File: config.mk
export PLATFORM = sky130hd
export DESIGN_NAME = exeCore
export DESIGN_NICKNAME = d
export VERILOG_FILES = /design/src/verilog/isaPkg.sv /design/src/verilog/pipePkg.sv /design/src/verilog/exeCore.sv /design/src/verilog/execUnit.sv /design/src/verilog/instrDecode.sv /design/src/verilog/pipeReg.sv
export SDC_FILE = /design/constraint.sdc
export NUM_CORES = 1
export LEC_CHECK = 0
export BUFFER_PORTS_ARGS = -buffer_cell sky130_fd_sc_hd__buf_2
export CAP_MARGIN = 10
export CORE_MARGIN = 2
export CORE_UTILIZATION = 30
export DETAILED_ROUTE_END_ITERATION = 16
export HOLD_SLACK_MARGIN = 0.03
export PLACE_DENSITY = 0.54
export SETUP_SLACK_MARGIN = 0.5
export SYNTH_ARGS = -nofsm -noshare
export SYNTH_HDL_FRONTEND = slang
export SYNTH_SLANG_ARGS = --single-unit
File: constraint.sdc
create_clock -name clk -period 5.34 [get_ports clk]
set_input_delay 1.335 -clock clk [delete_from_list [all_inputs] [get_ports clk]]
set_output_delay 1.335 -clock clk [all_outputs]
set_load 0.02 [all_outputs]
File: src/verilog/isaPkg.sv
// ##################################################
// MIPS instruction field values used by the slice
// ALU operation and control-transfer kind enums
// ##################################################

package isaPkg;

    // primary opcodes, instr[31:26]
    localparam logic [5:0] opSpecial = 6'h00;   // R-type, funct selects op
    localparam logic [5:0] opJ       = 6'h02;
    localparam logic [5:0] opJal     = 6'h03;
    localparam logic [5:0] opBeq     = 6'h04;
    localparam logic [5:0] opBne     = 6'h05;
    localparam logic [5:0] opAddiu   = 6'h09;
    localparam logic [5:0] opSlti    = 6'h0a;
    localparam logic [5:0] opAndi    = 6'h0c;
    localparam logic [5:0] opOri     = 6'h0d;
    localparam logic [5:0] opXori    = 6'h0e;
    localparam logic [5:0] opLui     = 6'h0f;

    // funct codes for opSpecial, instr[5:0]
    localparam logic [5:0] fnSll     = 6'h00;
    localparam logic [5:0] fnSrl     = 6'h02;
    localparam logic [5:0] fnAddu    = 6'h21;
    localparam logic [5:0] fnSubu    = 6'h23;
    localparam logic [5:0] fnAnd     = 6'h24;
    localparam logic [5:0] fnOr      = 6'h25;
    localparam logic [5:0] fnXor     = 6'h26;
    localparam logic [5:0] fnSlt     = 6'h2a;

    localparam logic [4:0] linkReg   = 5'd31;   // JAL destination

    // zero value is add, so a cleared stage is harmless
    typedef enum logic [3:0] {
        aluAdd,
        aluSub,
        aluAnd,
        aluOr,
        aluXor,
        aluSlt,     // signed compare
        aluSll,
        aluSrl,
        aluLui
    } aluOpT;

    typedef enum logic [1:0] {
        branchNone,
        branchBeq,
        branchBne,
        branchJump  // J and JAL
    } branchKindT;

endpackage

File: src/verilog/pipePkg.sv
// ##################################################
// payload of the ID/EXE stage register
// payload of the EXE/WB stage register
// ##################################################

package pipePkg;

    import isaPkg::*;

    // decoded instruction as held between ID and EXE
    typedef struct packed {
        logic        valid;
        logic [31:0] pc;
        logic [31:0] busA;          // rs operand
        logic [31:0] busB;          // rt operand
        logic [31:0] imm32;         // already extended
        logic [4:0]  shamt;
        aluOpT       aluOp;
        logic        aluSrcB;       // 1 selects imm32
        branchKindT  branchKind;
        logic [25:0] jumpIndex;
        logic        isLink;        // JAL, result is pc+8
        logic        regWrite;      // never set for dst 0
        logic [4:0]  dst;
    } idExePayloadT;

    // executed result as presented at the ports
    typedef struct packed {
        logic        valid;
        logic [31:0] pc;
        logic        regWrite;
        logic [4:0]  dst;
        logic [31:0] result;
        logic        brTaken;
        logic [31:0] brTarget;
    } exeWbPayloadT;

endpackage

File: src/verilog/exeCore.sv
// ##################################################
// exeCore: decode, ID/EXE register, execute unit
// and EXE/WB register of the pipeline slice
// ##################################################

`timescale 1ns/100ps

module exeCore
    import pipePkg::*;
(
    input  logic        clk,
    input  logic        rst,
    input  logic        stall,      // level, holds ID/EXE
    input  logic        flush,      // pulse, clears both stages
    input  logic        idValid,
    input  logic [31:0] idInstr,
    input  logic [31:0] idPc,
    input  logic [31:0] idBusA,
    input  logic [31:0] idBusB,
    output logic        wbValid,
    output logic [31:0] wbPc,
    output logic        wbRegWrite,
    output logic [4:0]  wbDst,
    output logic [31:0] wbData,
    output logic        wbBrTaken,
    output logic [31:0] wbBrTarget
);

    idExePayloadT idPayload;
    idExePayloadT exePayload;
    exeWbPayloadT exeResult;
    exeWbPayloadT wbPayload;

    instrDecode decode (
        .idValid (idValid),
        .idInstr (idInstr),
        .idPc    (idPc),
        .idBusA  (idBusA),
        .idBusB  (idBusB),
        .payload (idPayload)
    );

    pipeReg #(.payloadT(idExePayloadT)) idExeReg (
        .clk   (clk),
        .rst   (rst),
        .hold  (stall),
        .flush (flush),
        .d     (idPayload),
        .q     (exePayload)
    );

    execUnit execute (
        .stall (stall),
        .exe   (exePayload),
        .wb    (exeResult)
    );

    pipeReg #(.payloadT(exeWbPayloadT)) exeWbReg (
        .clk   (clk),
        .rst   (rst),
        .hold  (1'b0),      // loads every cycle
        .flush (flush),
        .d     (exeResult),
        .q     (wbPayload)
    );

    assign wbValid    = wbPayload.valid;
    assign wbPc       = wbPayload.pc;
    assign wbRegWrite = wbPayload.regWrite;
    assign wbDst      = wbPayload.dst;
    assign wbData     = wbPayload.result;
    assign wbBrTaken  = wbPayload.brTaken;
    assign wbBrTarget = wbPayload.brTarget;

endmodule

File: src/verilog/execUnit.sv
// ##################################################
// execUnit: ALU and shifter, branch compare,
// branch and jump targets, link value, result select
// ##################################################

`timescale 1ns/100ps

module execUnit
    import isaPkg::*;
    import pipePkg::*;
(
    input  logic         stall,
    input  idExePayloadT exe,
    output exeWbPayloadT wb
);

    logic [31:0] opB;
    logic [31:0] aluResult;
    logic [31:0] pcPlus4;
    logic [31:0] pcPlus8;
    logic [31:0] branchTarget;
    logic [31:0] jumpTarget;
    logic        operandsEqual;
    logic        taken;

    assign opB           = exe.aluSrcB ? exe.imm32 : exe.busB;
    assign pcPlus4       = exe.pc + 32'd4;
    assign pcPlus8       = exe.pc + 32'd8;                  // JAL link value
    assign branchTarget  = pcPlus4 + {exe.imm32[29:0], 2'b00};
    assign jumpTarget    = {pcPlus4[31:28], exe.jumpIndex, 2'b00};
    assign operandsEqual = (exe.busA == exe.busB);

    always_comb begin
        case (exe.aluOp)
            aluAdd:  aluResult = exe.busA + opB;
            aluSub:  aluResult = exe.busA - opB;
            aluAnd:  aluResult = exe.busA & opB;
            aluOr:   aluResult = exe.busA | opB;
            aluXor:  aluResult = exe.busA ^ opB;
            aluSlt:  aluResult = {31'h0, $signed(exe.busA) < $signed(opB)};
            aluSll:  aluResult = exe.busB << exe.shamt;    // shifts use rt
            aluSrl:  aluResult = exe.busB >> exe.shamt;
            aluLui:  aluResult = {opB[15:0], 16'h0000};
            default: aluResult = 32'h0;
        endcase
    end

    always_comb begin
        case (exe.branchKind)
            branchBeq:  taken = operandsEqual;
            branchBne:  taken = !operandsEqual;
            branchJump: taken = 1'b1;
            default:    taken = 1'b0;
        endcase
    end

    always_comb begin
        wb.valid    = exe.valid;
        wb.pc       = exe.pc;
        wb.regWrite = exe.regWrite;
        wb.dst      = exe.dst;
        wb.result   = exe.isLink ? pcPlus8 : aluResult;
        wb.brTaken  = taken;
        case (exe.branchKind)
            branchBeq, branchBne: wb.brTarget = branchTarget;
            branchJump:           wb.brTarget = jumpTarget;
            default:              wb.brTarget = 32'h0;
        endcase
        // held instruction leaves only once, on the cycle stall drops
        if (stall) begin
            wb = '0;
        end
    end

endmodule

File: src/verilog/instrDecode.sv
// ##################################################
// instrDecode: instruction word and operands into
// the ID/EXE payload, unknown encodings become bubbles
// ##################################################

`timescale 1ns/100ps

module instrDecode
    import isaPkg::*;
    import pipePkg::*;
(
    input  logic         idValid,
    input  logic [31:0]  idInstr,
    input  logic [31:0]  idPc,
    input  logic [31:0]  idBusA,
    input  logic [31:0]  idBusB,
    output idExePayloadT payload
);

    logic [5:0]  opcode;
    logic [4:0]  rt;
    logic [4:0]  rd;
    logic [4:0]  shamt;
    logic [5:0]  funct;
    logic [15:0] imm16;
    logic [25:0] index;

    logic        known;         // supported encoding
    logic        signExt;
    logic        writes;
    logic        isLink;
    logic        aluSrcB;
    aluOpT       aluOp;
    branchKindT  branchKind;
    logic [4:0]  dst;
    logic        decValid;

    assign opcode = idInstr[31:26];
    assign rt     = idInstr[20:16];
    assign rd     = idInstr[15:11];
    assign shamt  = idInstr[10:6];
    assign funct  = idInstr[5:0];
    assign imm16  = idInstr[15:0];
    assign index  = idInstr[25:0];

    always_comb begin
        known      = 1'b1;
        signExt    = 1'b0;
        writes     = 1'b0;
        isLink     = 1'b0;
        aluSrcB    = 1'b0;
        aluOp      = aluAdd;
        branchKind = branchNone;
        dst        = rt;            // I-type default
        case (opcode)
            opSpecial: begin
                dst    = rd;
                writes = 1'b1;
                case (funct)
                    fnAddu:  aluOp = aluAdd;
                    fnSubu:  aluOp = aluSub;
                    fnAnd:   aluOp = aluAnd;
                    fnOr:    aluOp = aluOr;
                    fnXor:   aluOp = aluXor;
                    fnSlt:   aluOp = aluSlt;
                    fnSll:   aluOp = aluSll;
                    fnSrl:   aluOp = aluSrl;
                    default: known = 1'b0;
                endcase
            end
            opAddiu: begin
                aluOp   = aluAdd;
                aluSrcB = 1'b1;
                signExt = 1'b1;
                writes  = 1'b1;
            end
            opSlti: begin
                aluOp   = aluSlt;
                aluSrcB = 1'b1;
                signExt = 1'b1;
                writes  = 1'b1;
            end
            opAndi: begin
                aluOp   = aluAnd;
                aluSrcB = 1'b1;
                writes  = 1'b1;
            end
            opOri: begin
                aluOp   = aluOr;
                aluSrcB = 1'b1;
                writes  = 1'b1;
            end
            opXori: begin
                aluOp   = aluXor;
                aluSrcB = 1'b1;
                writes  = 1'b1;
            end
            opLui: begin
                aluOp   = aluLui;
                aluSrcB = 1'b1;
                writes  = 1'b1;
            end
            opBeq: begin
                branchKind = branchBeq;
                signExt    = 1'b1;      // offset for the target
            end
            opBne: begin
                branchKind = branchBne;
                signExt    = 1'b1;
            end
            opJ:     branchKind = branchJump;
            opJal: begin
                branchKind = branchJump;
                isLink     = 1'b1;
                writes     = 1'b1;
                dst        = linkReg;
            end
            default: known = 1'b0;
        endcase
    end

    assign decValid = idValid && known;

    always_comb begin
        payload.valid      = decValid;
        payload.pc         = idPc;
        payload.busA       = idBusA;
        payload.busB       = idBusB;
        payload.imm32      = signExt ? {{16{imm16[15]}}, imm16} : {16'h0000, imm16};
        payload.shamt      = shamt;
        payload.aluOp      = aluOp;
        payload.aluSrcB    = aluSrcB;
        payload.branchKind = decValid ? branchKind : branchNone;
        payload.jumpIndex  = index;
        payload.isLink     = isLink;
        payload.regWrite   = decValid && writes && (dst != 5'd0);  // r0 writes dropped here
        payload.dst        = dst;
    end

endmodule

File: src/verilog/pipeReg.sv
// ##################################################
// pipeReg: stage register over any payload type
// clears on reset or flush, holds, else loads
// ##################################################

`timescale 1ns/100ps

module pipeReg #(
    parameter type payloadT = logic
) (
    input  logic    clk,
    input  logic    rst,
    input  logic    hold,       // keep current contents
    input  logic    flush,      // wins over hold
    input  payloadT d,
    output payloadT q
);

    always_ff @(posedge clk) begin
        if (rst || flush) begin
            q <= '0;            // all-zero payload is a bubble
        end else if (!hold) begin
            q <= d;
        end
    end

endmodule
* Word level (Yosys, flattened, before mapping)
Index checks and enable logic that the tools add are counted.
** Operators by class
- $add $sub $neg :: 5
- Multipliers :: 0
- Div/mod/pow operators :: 0
- Magnitude comparators :: 1
- Eq/ne operators :: 29
- Shifts and indexed selects :: 2
- Mux-type cells :: 17
- Bitwise logic cells :: 3
- Reduce and logical (&&, ||, !) cells :: 17
** Operator list (count)
- 32-bit one-hot mux with 9 select lines :: 1
- 32-bit two-way mux :: 3
- 32-bit adder :: 2
- 32-bit one-hot mux with 2 select lines :: 1
- 6-bit by 4-bit equality test with 1-bit output (second input constant) :: 6
- 6-bit equality test (second input constant) :: 6
- 32-bit by 3-bit adder with 32-bit output (second input constant) :: 1
- 32-bit by 4-bit adder with 32-bit output (second input constant) :: 1
- 32-bit AND :: 1
- 32-bit equality test :: 1
- 32-bit < comparator :: 1
- 32-bit OR :: 1
- 32-bit by 5-bit left shift with 32-bit output :: 1
- 32-bit by 5-bit right shift with 32-bit output :: 1
- 32-bit subtractor :: 1
- 32-bit XOR :: 1
- 4-bit one-hot mux with 6 select lines :: 1
- 3-bit one-hot mux with 7 select lines :: 1
- 6-bit by 2-bit equality test with 1-bit output (second input constant) :: 3
- 4-bit by 3-bit equality test with 1-bit output (second input constant) :: 4
- 8-bit OR reduction :: 2
- 6-bit by 3-bit equality test with 1-bit output (second input constant) :: 2
- 6-bit logical NOT :: 2
- 5-bit one-hot mux with 2 select lines :: 1
- 19 further kinds :: 29
** Storage, ports and cells
- Register bits after elaboration :: 278
- Bits in latches :: 0
- Memory bits (writable) :: 0
- ROM bits :: 0
- Bits of input ports :: 133
- Output and inout bits :: 104
- Logic and storage cells :: 94
- Memories kept :: 0

* Depth between registers and ports, before layout
Gate-level depths: netlist of run 1.
- Word-level depth :: 7
- Depth in mapped cells :: 19
- Mapped depth without buffers :: 17

* Modules after synthesis
A second synthesis of run 1 with hierarchy kept.
** Second synthesis, totals
- Cells, all modules :: 3056
- Area total of the unflattened synthesis :: 24701.2 sq um
** By module, submodules not included
- execUnit :: times used 1, cells each 1903, area an instance 12894.9 sq um, sequential area each 0.0 sq um
- pipeReg at idExeReg :: times used 1, cells each 562, area an instance 6288.5 sq um, sequential area each 3483.3 sq um
- pipeReg at exeWbReg :: times used 1, cells each 337, area an instance 3722.3 sq um, sequential area each 2082.0 sq um
- instrDecode :: times used 1, cells each 253, area an instance 1791.7 sq um, sequential area each 0.0 sq um
- exeCore :: times used 1, cells each 1, area an instance 3.8 sq um, sequential area each 0.0 sq um

* Worst setup path after synthesis of run 1
OpenSTA, ideal clock, no wires.
- Kind :: reg-to-reg
- Start :: register, netlist name idExeReg.q[14]
- End :: register exeWbReg.q[52] (netlist name)
- Library setup time :: 0.134 ns
- Arrival time :: 3.849 ns
- Required time :: 5.206 ns
- Path slack :: 1.357 ns
- Stages on the path, launching flop included :: 19
- Buffers on the path :: 7
- Period minus slack after synthesis :: 3.983 ns
- Path through :: dfxtp_1 buf_6 buf_6 buf_6 buf_4 buf_2 buf_2 mux2i_1 ha_1 buf_6 or3b_1 o221ai_2 a2111oi_4 a211oi_2 o21ai_2 and3b_4 a221o_1 a221oi_2 o22ai_1
** RTL lines
- end signal: assignment :: line pipeReg.sv:21 : q <= '0;
- end signal: assignment :: line pipeReg.sv:23 : q <= d;
- end: declaration :: line pipeReg.sv:16 : output payloadT q

* Worst setup path in the final report of run 1
- Start :: register idExeReg.q[35] (netlist name)
- End :: register exeWbReg.q[62] (netlist name)
** On the way
- Word-level cells in the longest chain between the ends :: 4
- Elaborated cells between the ends (all ways) :: 8
- Classes of those cells :: add/sub (2); mux (3); bitwise (3)
** Ends and longest elaborated chain
- start: declaration :: line pipeReg.sv:16
- start signal: assignment :: line pipeReg.sv:21
- start signal: assignment :: line pipeReg.sv:23
- 32-bit two-way mux * :: line execUnit.sv:26 : assign opB = exe.aluSrcB ? exe.imm32 : exe.busB;
- 32-bit subtractor (tied with other cells) :: line execUnit.sv:36 : aluSub: aluResult = exe.busA - opB;
- 32-bit one-hot mux with 9 select lines * :: line execUnit.sv:34 : case (exe.aluOp)
- 32-bit two-way mux * :: line execUnit.sv:62 : wb.result = exe.isLink ? pcPlus8 : aluResult;
Mark *: on every way between the ends. The rest lies on a longest branch, timed or not.
A chain may end at the register's enable or synchronous reset.

==> impl_metrics.tcl, run 1 <==
set metrics [dict create \
    fmax_mhz 213 \
    ys.flop_type "dfxtp_1" \
    hold_class "reg2reg" \
    status "finished clean" \
    fp.coreArea_sq_um 65900 \
    worst_slew_pin_slew_ns 1.00 \
    clock_latency_ns 0.62 \
    path_class "reg2reg" \
    area_growth_pct 15.1 \
    p_per_area_nw_per_um2 223 \
    rsz0062_at_grt "false" \
    drv_cap 0 \
    synth_cell_types 99 \
    min_period_ns 4.70 \
    globalplace.congestion 1.06 \
    place_ws_ns 0.670 \
    antenna_left 0 \
    die_height_um 262 \
    worstRegToRegCells 13 \
    synthesis.nets 2825 \
    ir_drop_v 0.000239 \
    finClkSkew_ns 0.0319 \
    antenna_found_initial 2 \
    grt_pass1_wl_mm 133 \
    avgSynthCellArea_sq_um 7.80 \
    post-route-period-util_pct 88.0 \
    drtIter0Drc 2363 \
    overflow 0 \
    synth-edff-count 0 \
    portBuffers 236 \
    critPathMaxStageDelay_ns 0.68 \
    yosysSeqAreaShare_pct 24.3 \
    hold_depth 1 \
    drt_first_pass_iters 5 \
    leakage_uw 0.00972 \
    numCtsBuffers 29 \
    slowest_stage "mux2i_1" \
    via_per_inst 5.71 \
    worst-path-buf-inv 1 \
    initial_core_util_pct 30.3 \
    clk_path_buf_depth 3 \
    setup_slack_ns 0.641 \
    track_usage_pct 26.1 \
    grt_max_degree 107 \
    dp_hpwl_mm 71.8 \
    arrival_ns 5.17 \
    startpoint_type "flip-flop" \
    crit_chain "buf_4, mux2i_1, ha_1, or3b_1, o221ai_2, a2111oi_4, a21oi_1, nand2_1, a211oi_2, o22ai_1, a2111oi_1, or3_1, a32oi_1" \
    cp.depth 13 \
    finalSetupTns_ns 0 \
    syn_area_sq_um 20000 \
    synthCells 2560 \
    setup_viol 0 \
    die-area_sq_um 68700 \
    root_buffer "clkbuf_16" \
    cts_tree "done" \
    drc_errors 0 \
    wl_per_cell_um 25.9 \
    yosys_warnings 0 \
    final_hold_viol_count 0 \
    clock-sinks 242 \
    row_count 94 \
    worstSetupEndpointType "flip-flop" \
    crit_family "compound AO/OA/AOI/OAI gates" \
    drive_gt1_share_pct 16.1 \
    async_reset_ff_share_pct 0 \
    required_ns 5.81 \
    drv_slew 0 \
    relSlewSlack_pct 32.5 \
    cts_max_level 1 \
    io-pin-count 237 \
    drt-total-wl_mm 92.2 \
    ys_ff_latch 242 \
    nets 2943 \
    route.vias.total 20400 \
    grt_pass1_vias 18800 \
    cp_max_fo 15 \
    die_w_um 262 \
    clkTransAtPathRegs_ns 0.06 \
]
where the power goes:
| group | leakage, uW | total (uW) | internal [uW] | switching [uW] |
|---|---|---|---|---|
| combinational | 0.00722 | 931 | 343 | 588 |
| clock | 0.000532 | 2270 | 1410 | 856 |
| sequential | 0.00196 | 1920 | 1840 | 81.2 |
placed cells by master (no fill, tap or decap), drive strengths merged, types with 23 or more instances in the layout:
cell type and n:
nand4 27, xor2 48, nor3 56, a21o 33
buf 297, a21oi 187, nand3 42, a211oi 43
dfxtp 242, o21ai 150, o221ai 26, and2 57
clkbuf 44, mux4 23, mux2i 193, nand2 178
ha 129, o22ai 50, inv 133, nor2 315
xnor2 77, o211ai 25
area by class of cell:
cell class,count,area (sq um)
Clock buffer,43,870
Inverter,131,492
Multi-Input combinational cell,1976,13800
Sequential cell,242,4850
Clock inverter,9,216
Fill cell,7142,42900
Tap cell,864,1080
Antenna cell,1,2.50
Timing Repair Buffer,298,1700
per-layer routing:
layer / global-route usage (%) / up-vias / wire, um
li1: - / 9406 / -
met4: 11.7 / 2 / 4650
met3: 4.95 / 184 / 7610
met1: 36.4 / 9784 / 40600
met5: 0 / - / 13
met2: 38.7 / 976 / 39300
path summary, 6_finish.rpt:
| kind | end | start | slack (ns) |
|---|---|---|---|
| setup reg to reg | exeWbReg.q[62]$_SDFF_PP0_ | idExeReg.q[35]$_SDFFE_PP0N_ | 0.64 |
| setup / recovery | exeWbReg.q[62]$_SDFF_PP0_ | idExeReg.q[35]$_SDFFE_PP0N_ | 0.64 |
| hold / removal | exeWbReg.q[66]$_SDFF_PP0_ | idExeReg.q[1]$_SDFFE_PP0N_ | 0.45 |
| hold reg to reg | exeWbReg.q[66]$_SDFF_PP0_ | idExeReg.q[1]$_SDFFE_PP0N_ | 0.45 |
stage by stage:
| stage | utilization, % | std cells | hold slack [ns] | cell area [sq um] | total power, uW |
|---|---|---|---|---|---|
| after floorplan | - | 2560 | 0.425 | 20000 | 2530 |
| final | 34.9 | 3564 | 0.452 | 23000 | 5120 |
| after global routing | 34.9 | 3563 | 0.473 | 23000 | 5320 |
| after global placement | 33.2 | 3510 | 0.439 | 21900 | 2870 |
| after detailed placement | 33.2 | 3511 | 0.441 | 21900 | 2860 |
| after CTS | 34.9 | 3563 | 0.456 | 23000 | 5150 |
cell families (layout without fill, tap and decap cells):
logic type / after synthesis / in the layout / synth area share (%)
mux: 235 / 235 / 13.3
buf+inv: 342 / 481 / 7.00
xor+xnor: 125 / 125 / 5.48
other cells: 0 / 1 / 0
flops: 242 / 242 / 24.3
compound gates: 685 / 685 / 22.8
fa+ha+maj: 132 / 132 / 8.38
simple gates: 799 / 799 / 18.8
synth_stat cells (all sizes together), types with 33 or more instances:
cell / count / area share, %
buf: 73 / 1.9
mux2i: 193 / 9.7
o22ai: 50 / 1.6
nand3: 42 / 1.1
xnor2: 77 / 3.4
nor2: 315 / 5.9
a21o: 33 / 1.2
a21oi: 187 / 4.7
inv: 131 / 2.5
xor2: 48 / 2.1
clkbuf: 138 / 2.6
dfxtp: 242 / 24
a211oi: 43 / 1.7
nand2: 178 / 3.4
and2: 57 / 1.8
nor3: 56 / 1.4
ha: 129 / 8.1
o21ai: 150 / 3.8
repair_timing:
| action | in CTS | in global routing |
|---|---|---|
| hold buffers | 0 | 0 |
| setup buffers | 0 | 0 |
| gates resized for setup | 0 | 1 |
| setup endpoints to repair | 0 | 2 |
| hold endpoints to repair | 0 | 0 |
registers in the layout, indices dropped and copies added (netlist names):
register / count
exeWbReg.q: 104
idExeReg.q: 138
Power figures use the tool's default switching activity.
==> run 2: changes to the inputs <==
--- a/config.mk
+++ b/config.mk
@@ -7,11 +7,13 @@
 export LEC_CHECK = 0
 export BUFFER_PORTS_ARGS = -buffer_cell sky130_fd_sc_hd__buf_2
 export CAP_MARGIN = 10
+export CELL_PAD_IN_SITES_DETAIL_PLACEMENT = 0
+export CELL_PAD_IN_SITES_GLOBAL_PLACEMENT = 2
 export CORE_MARGIN = 2
 export CORE_UTILIZATION = 30
 export DETAILED_ROUTE_END_ITERATION = 16
 export HOLD_SLACK_MARGIN = 0.03
-export PLACE_DENSITY = 0.54
+export PLACE_DENSITY = 0.78
 export SETUP_SLACK_MARGIN = 0.5
 export SYNTH_ARGS = -nofsm -noshare
 export SYNTH_HDL_FRONTEND = slang
==> impl_metrics.tcl, run 2 (same netlist as run 1, synthesis figures left out) <==
set metrics [dict create \
    status "finished clean" \
    switching_power_uw 1580 \
    p_per_area_nw_per_um2 221 \
    timing.rr.start "idExeReg.q[35]$_SDFFE_PP0N_" \
    fmax_mhz 209 \
    switching_share_pct 31.0 \
    hold_class "reg2reg" \
    seqPwrFrac_pct 37.7 \
    cts_setup_buffers 0 \
    rsz0062_at_grt "true" \
    arrival_ns 5.25 \
    area_growth_pct 15.5 \
    final_hold_viol_count 0 \
    top_regs "idExeReg.q (138), exeWbReg.q (104)" \
    largest_register_ffs 138 \
    globalplace.congestion 1.05 \
    r2r_end "exeWbReg.q[55]$_SDFF_PP0_" \
    antenna_left 0 \
    clock_latency_ns 0.62 \
    grt_pass1_wl_mm 135 \
    root_buffer "clkbuf_16" \
    drt_first_pass_iters 6 \
    post-route-period-util_pct 89.7 \
    critPathMaxStageDelay_ns 0.70 \
    worst_slew_pin_slew_ns 1.21 \
    required_ns 5.80 \
    cp-startpoint "idExeReg.q[35]$_SDFFE_PP0N_" \
    numCtsBuffers 29 \
    drv_slew 0 \
    io-pin-count 237 \
    nets 2960 \
    clkTransAtPathRegs_ns 0.07 \
    cts_max_level 1 \
    min_period_ns 4.79 \
    cts.hold.buffers_added 0 \
    p_int_uw 3510 \
    seq_area_sq_um 4850 \
    crit_end "exeWbReg.q[55]$_SDFF_PP0_" \
    path_class "reg2reg" \
    drtIter0Drc 2465 \
    drv_cap 0 \
    ir_drop_v 0.000192 \
    top_register "idExeReg.q" \
    portBuffers 236 \
    startpoint_type "flip-flop" \
    grt_max_degree 143 \
    worstHoldStart "idExeReg.q[5]$_SDFFE_PP0N_" \
    worstRegToRegCells 14 \
    clk_path_buf_depth 3 \
    finClkSkew_ns 0.0288 \
    drc_errors 0 \
    wl_per_cell_um 26.6 \
    initial_core_util_pct 30.3 \
    place_ws_ns 0.588 \
    die_height_um 262 \
    dp_hpwl_mm 74.3 \
    multiInputGateArea_sq_um 13800 \
    leakage_uw 0.00978 \
    track_usage_pct 26.9 \
    fp.coreArea_sq_um 65900 \
    grt_pass1_vias 19400 \
    crit_chain "buf_4, buf_4, mux2i_2, ha_1, buf_4, nor2_1, nand3_1, nor4_1, a21oi_2, o21ai_1, a31oi_1, xnor2_1, a221oi_1, o22ai_1" \
    via_per_inst 5.76 \
    route.vias.total 20600 \
    n_fill_cell 6916 \
    combinationalPowerShare_pct 18.8 \
    rrSetupSlack_ns 0.55 \
    cts_tree "done" \
    layout_common_cells "nor2_1, dfxtp_1, buf_2, mux2i_1, a21oi_1" \
    drt-total-wl_mm 95.4 \
    die_w_um 262 \
    slowest_stage "dfxtp_1" \
    drive_gt1_share_pct 16.8 \
    cpMostUsedCell "buf_4" \
    die-area_sq_um 68700 \
    cp_max_fo 11 \
    clock-sinks 242 \
    antenna_found_initial 4 \
    relSlewSlack_pct 18.6 \
    cts_resized 0 \
    hold_depth 1 \
    overflow 0 \
    setup_viol 0 \
    worstSetupEndpointType "flip-flop" \
    finalSetupTns_ns 0 \
    final_common_cell "nor2_1" \
    clkPwrFrac_pct 43.5 \
    row_count 94 \
    setup_slack_ns 0.548 \
]
## run 2: changes by cell type in the layout (fill, tap and decap cells not counted), moves of 2 or more
cell	before	now
clkinv_4	0	2
clkbuf_1	6	1
clkbuf_8	8	10
buf_4	57	75
bufinv_16	6	4
clkinvlp_4	0	2
inv_6	0	2
## run 2: final cells by class
class                           count  share of cell area (%)
Antenna cell                        1                  0.0109
Clock buffer                       39                    3.70
Clock inverter                     13                   0.857
Inverter                          131                    2.13
Multi-Input combinational cell   1976                    59.7
Sequential cell                   242                    21.1
Tap cell                          864                    4.69
Timing Repair Buffer              315                    7.88
## run 2: how the worst min path moves through the flow
stage | end
after floorplan | exeWbReg.q[18]$_SDFF_PP0_
after global placement | exeWbReg.q[70]$_SDFF_PP0_
after detailed placement | exeWbReg.q[68]$_SDFF_PP0_
after CTS | exeWbReg.q[70]$_SDFF_PP0_
after global routing | exeWbReg.q[68]$_SDFF_PP0_
final | exeWbReg.q[70]$_SDFF_PP0_
## run 2: power groups by stage
stage	Clock, uW	Combinational (uW)	Sequential, uW
global placement	0	931	1960
global route	2320	1020	1920
detailed placement	0	928	1960
floorplan	0	616	1910
CTS	2250	934	1920
finish	2210	959	1920
## run 2: per-stage QoR
step / util (%) / hold slack, ns / area, sq um / total power (uW) / std cells
final: 35.0 / 0.453 / 23100 / 5090 / 3581
after global placement: 33.4 / 0.444 / 22000 / 2890 / 3526
after detailed placement: 33.4 / 0.445 / 22000 / 2890 / 3528
after global routing: 35.0 / 0.482 / 23100 / 5260 / 3580
after floorplan: - / 0.425 / 20000 / 2530 / 2560
after CTS: 35.0 / 0.448 / 23100 / 5100 / 3580
## run 2: routing by layer
metal  global-route usage, %  routed length, um  vias to the layer above  part of all wire (%)
li1                        -                  -                     9431                     -
met3                    3.86               7560                      190                   7.9
met5                       0                 14                        -                 0.015
met1                    36.1              40600                     9980                    43
met2                    41.9              41500                     1028                    44
met4                    13.7               5660                        2                   5.9
## run 2: worst max-delay path: cells and delay by family (launching register included)
kind	cells	cell delay, ns
adders and majority gates	1	0.34
AOI/OAI and AO/OA	5	1.57
buffers and inverters	3	0.67
and+or+nand+nor	3	0.75
xor gates and xnor gates	1	0.15
DFF	1	0.70
muxes	1	0.45
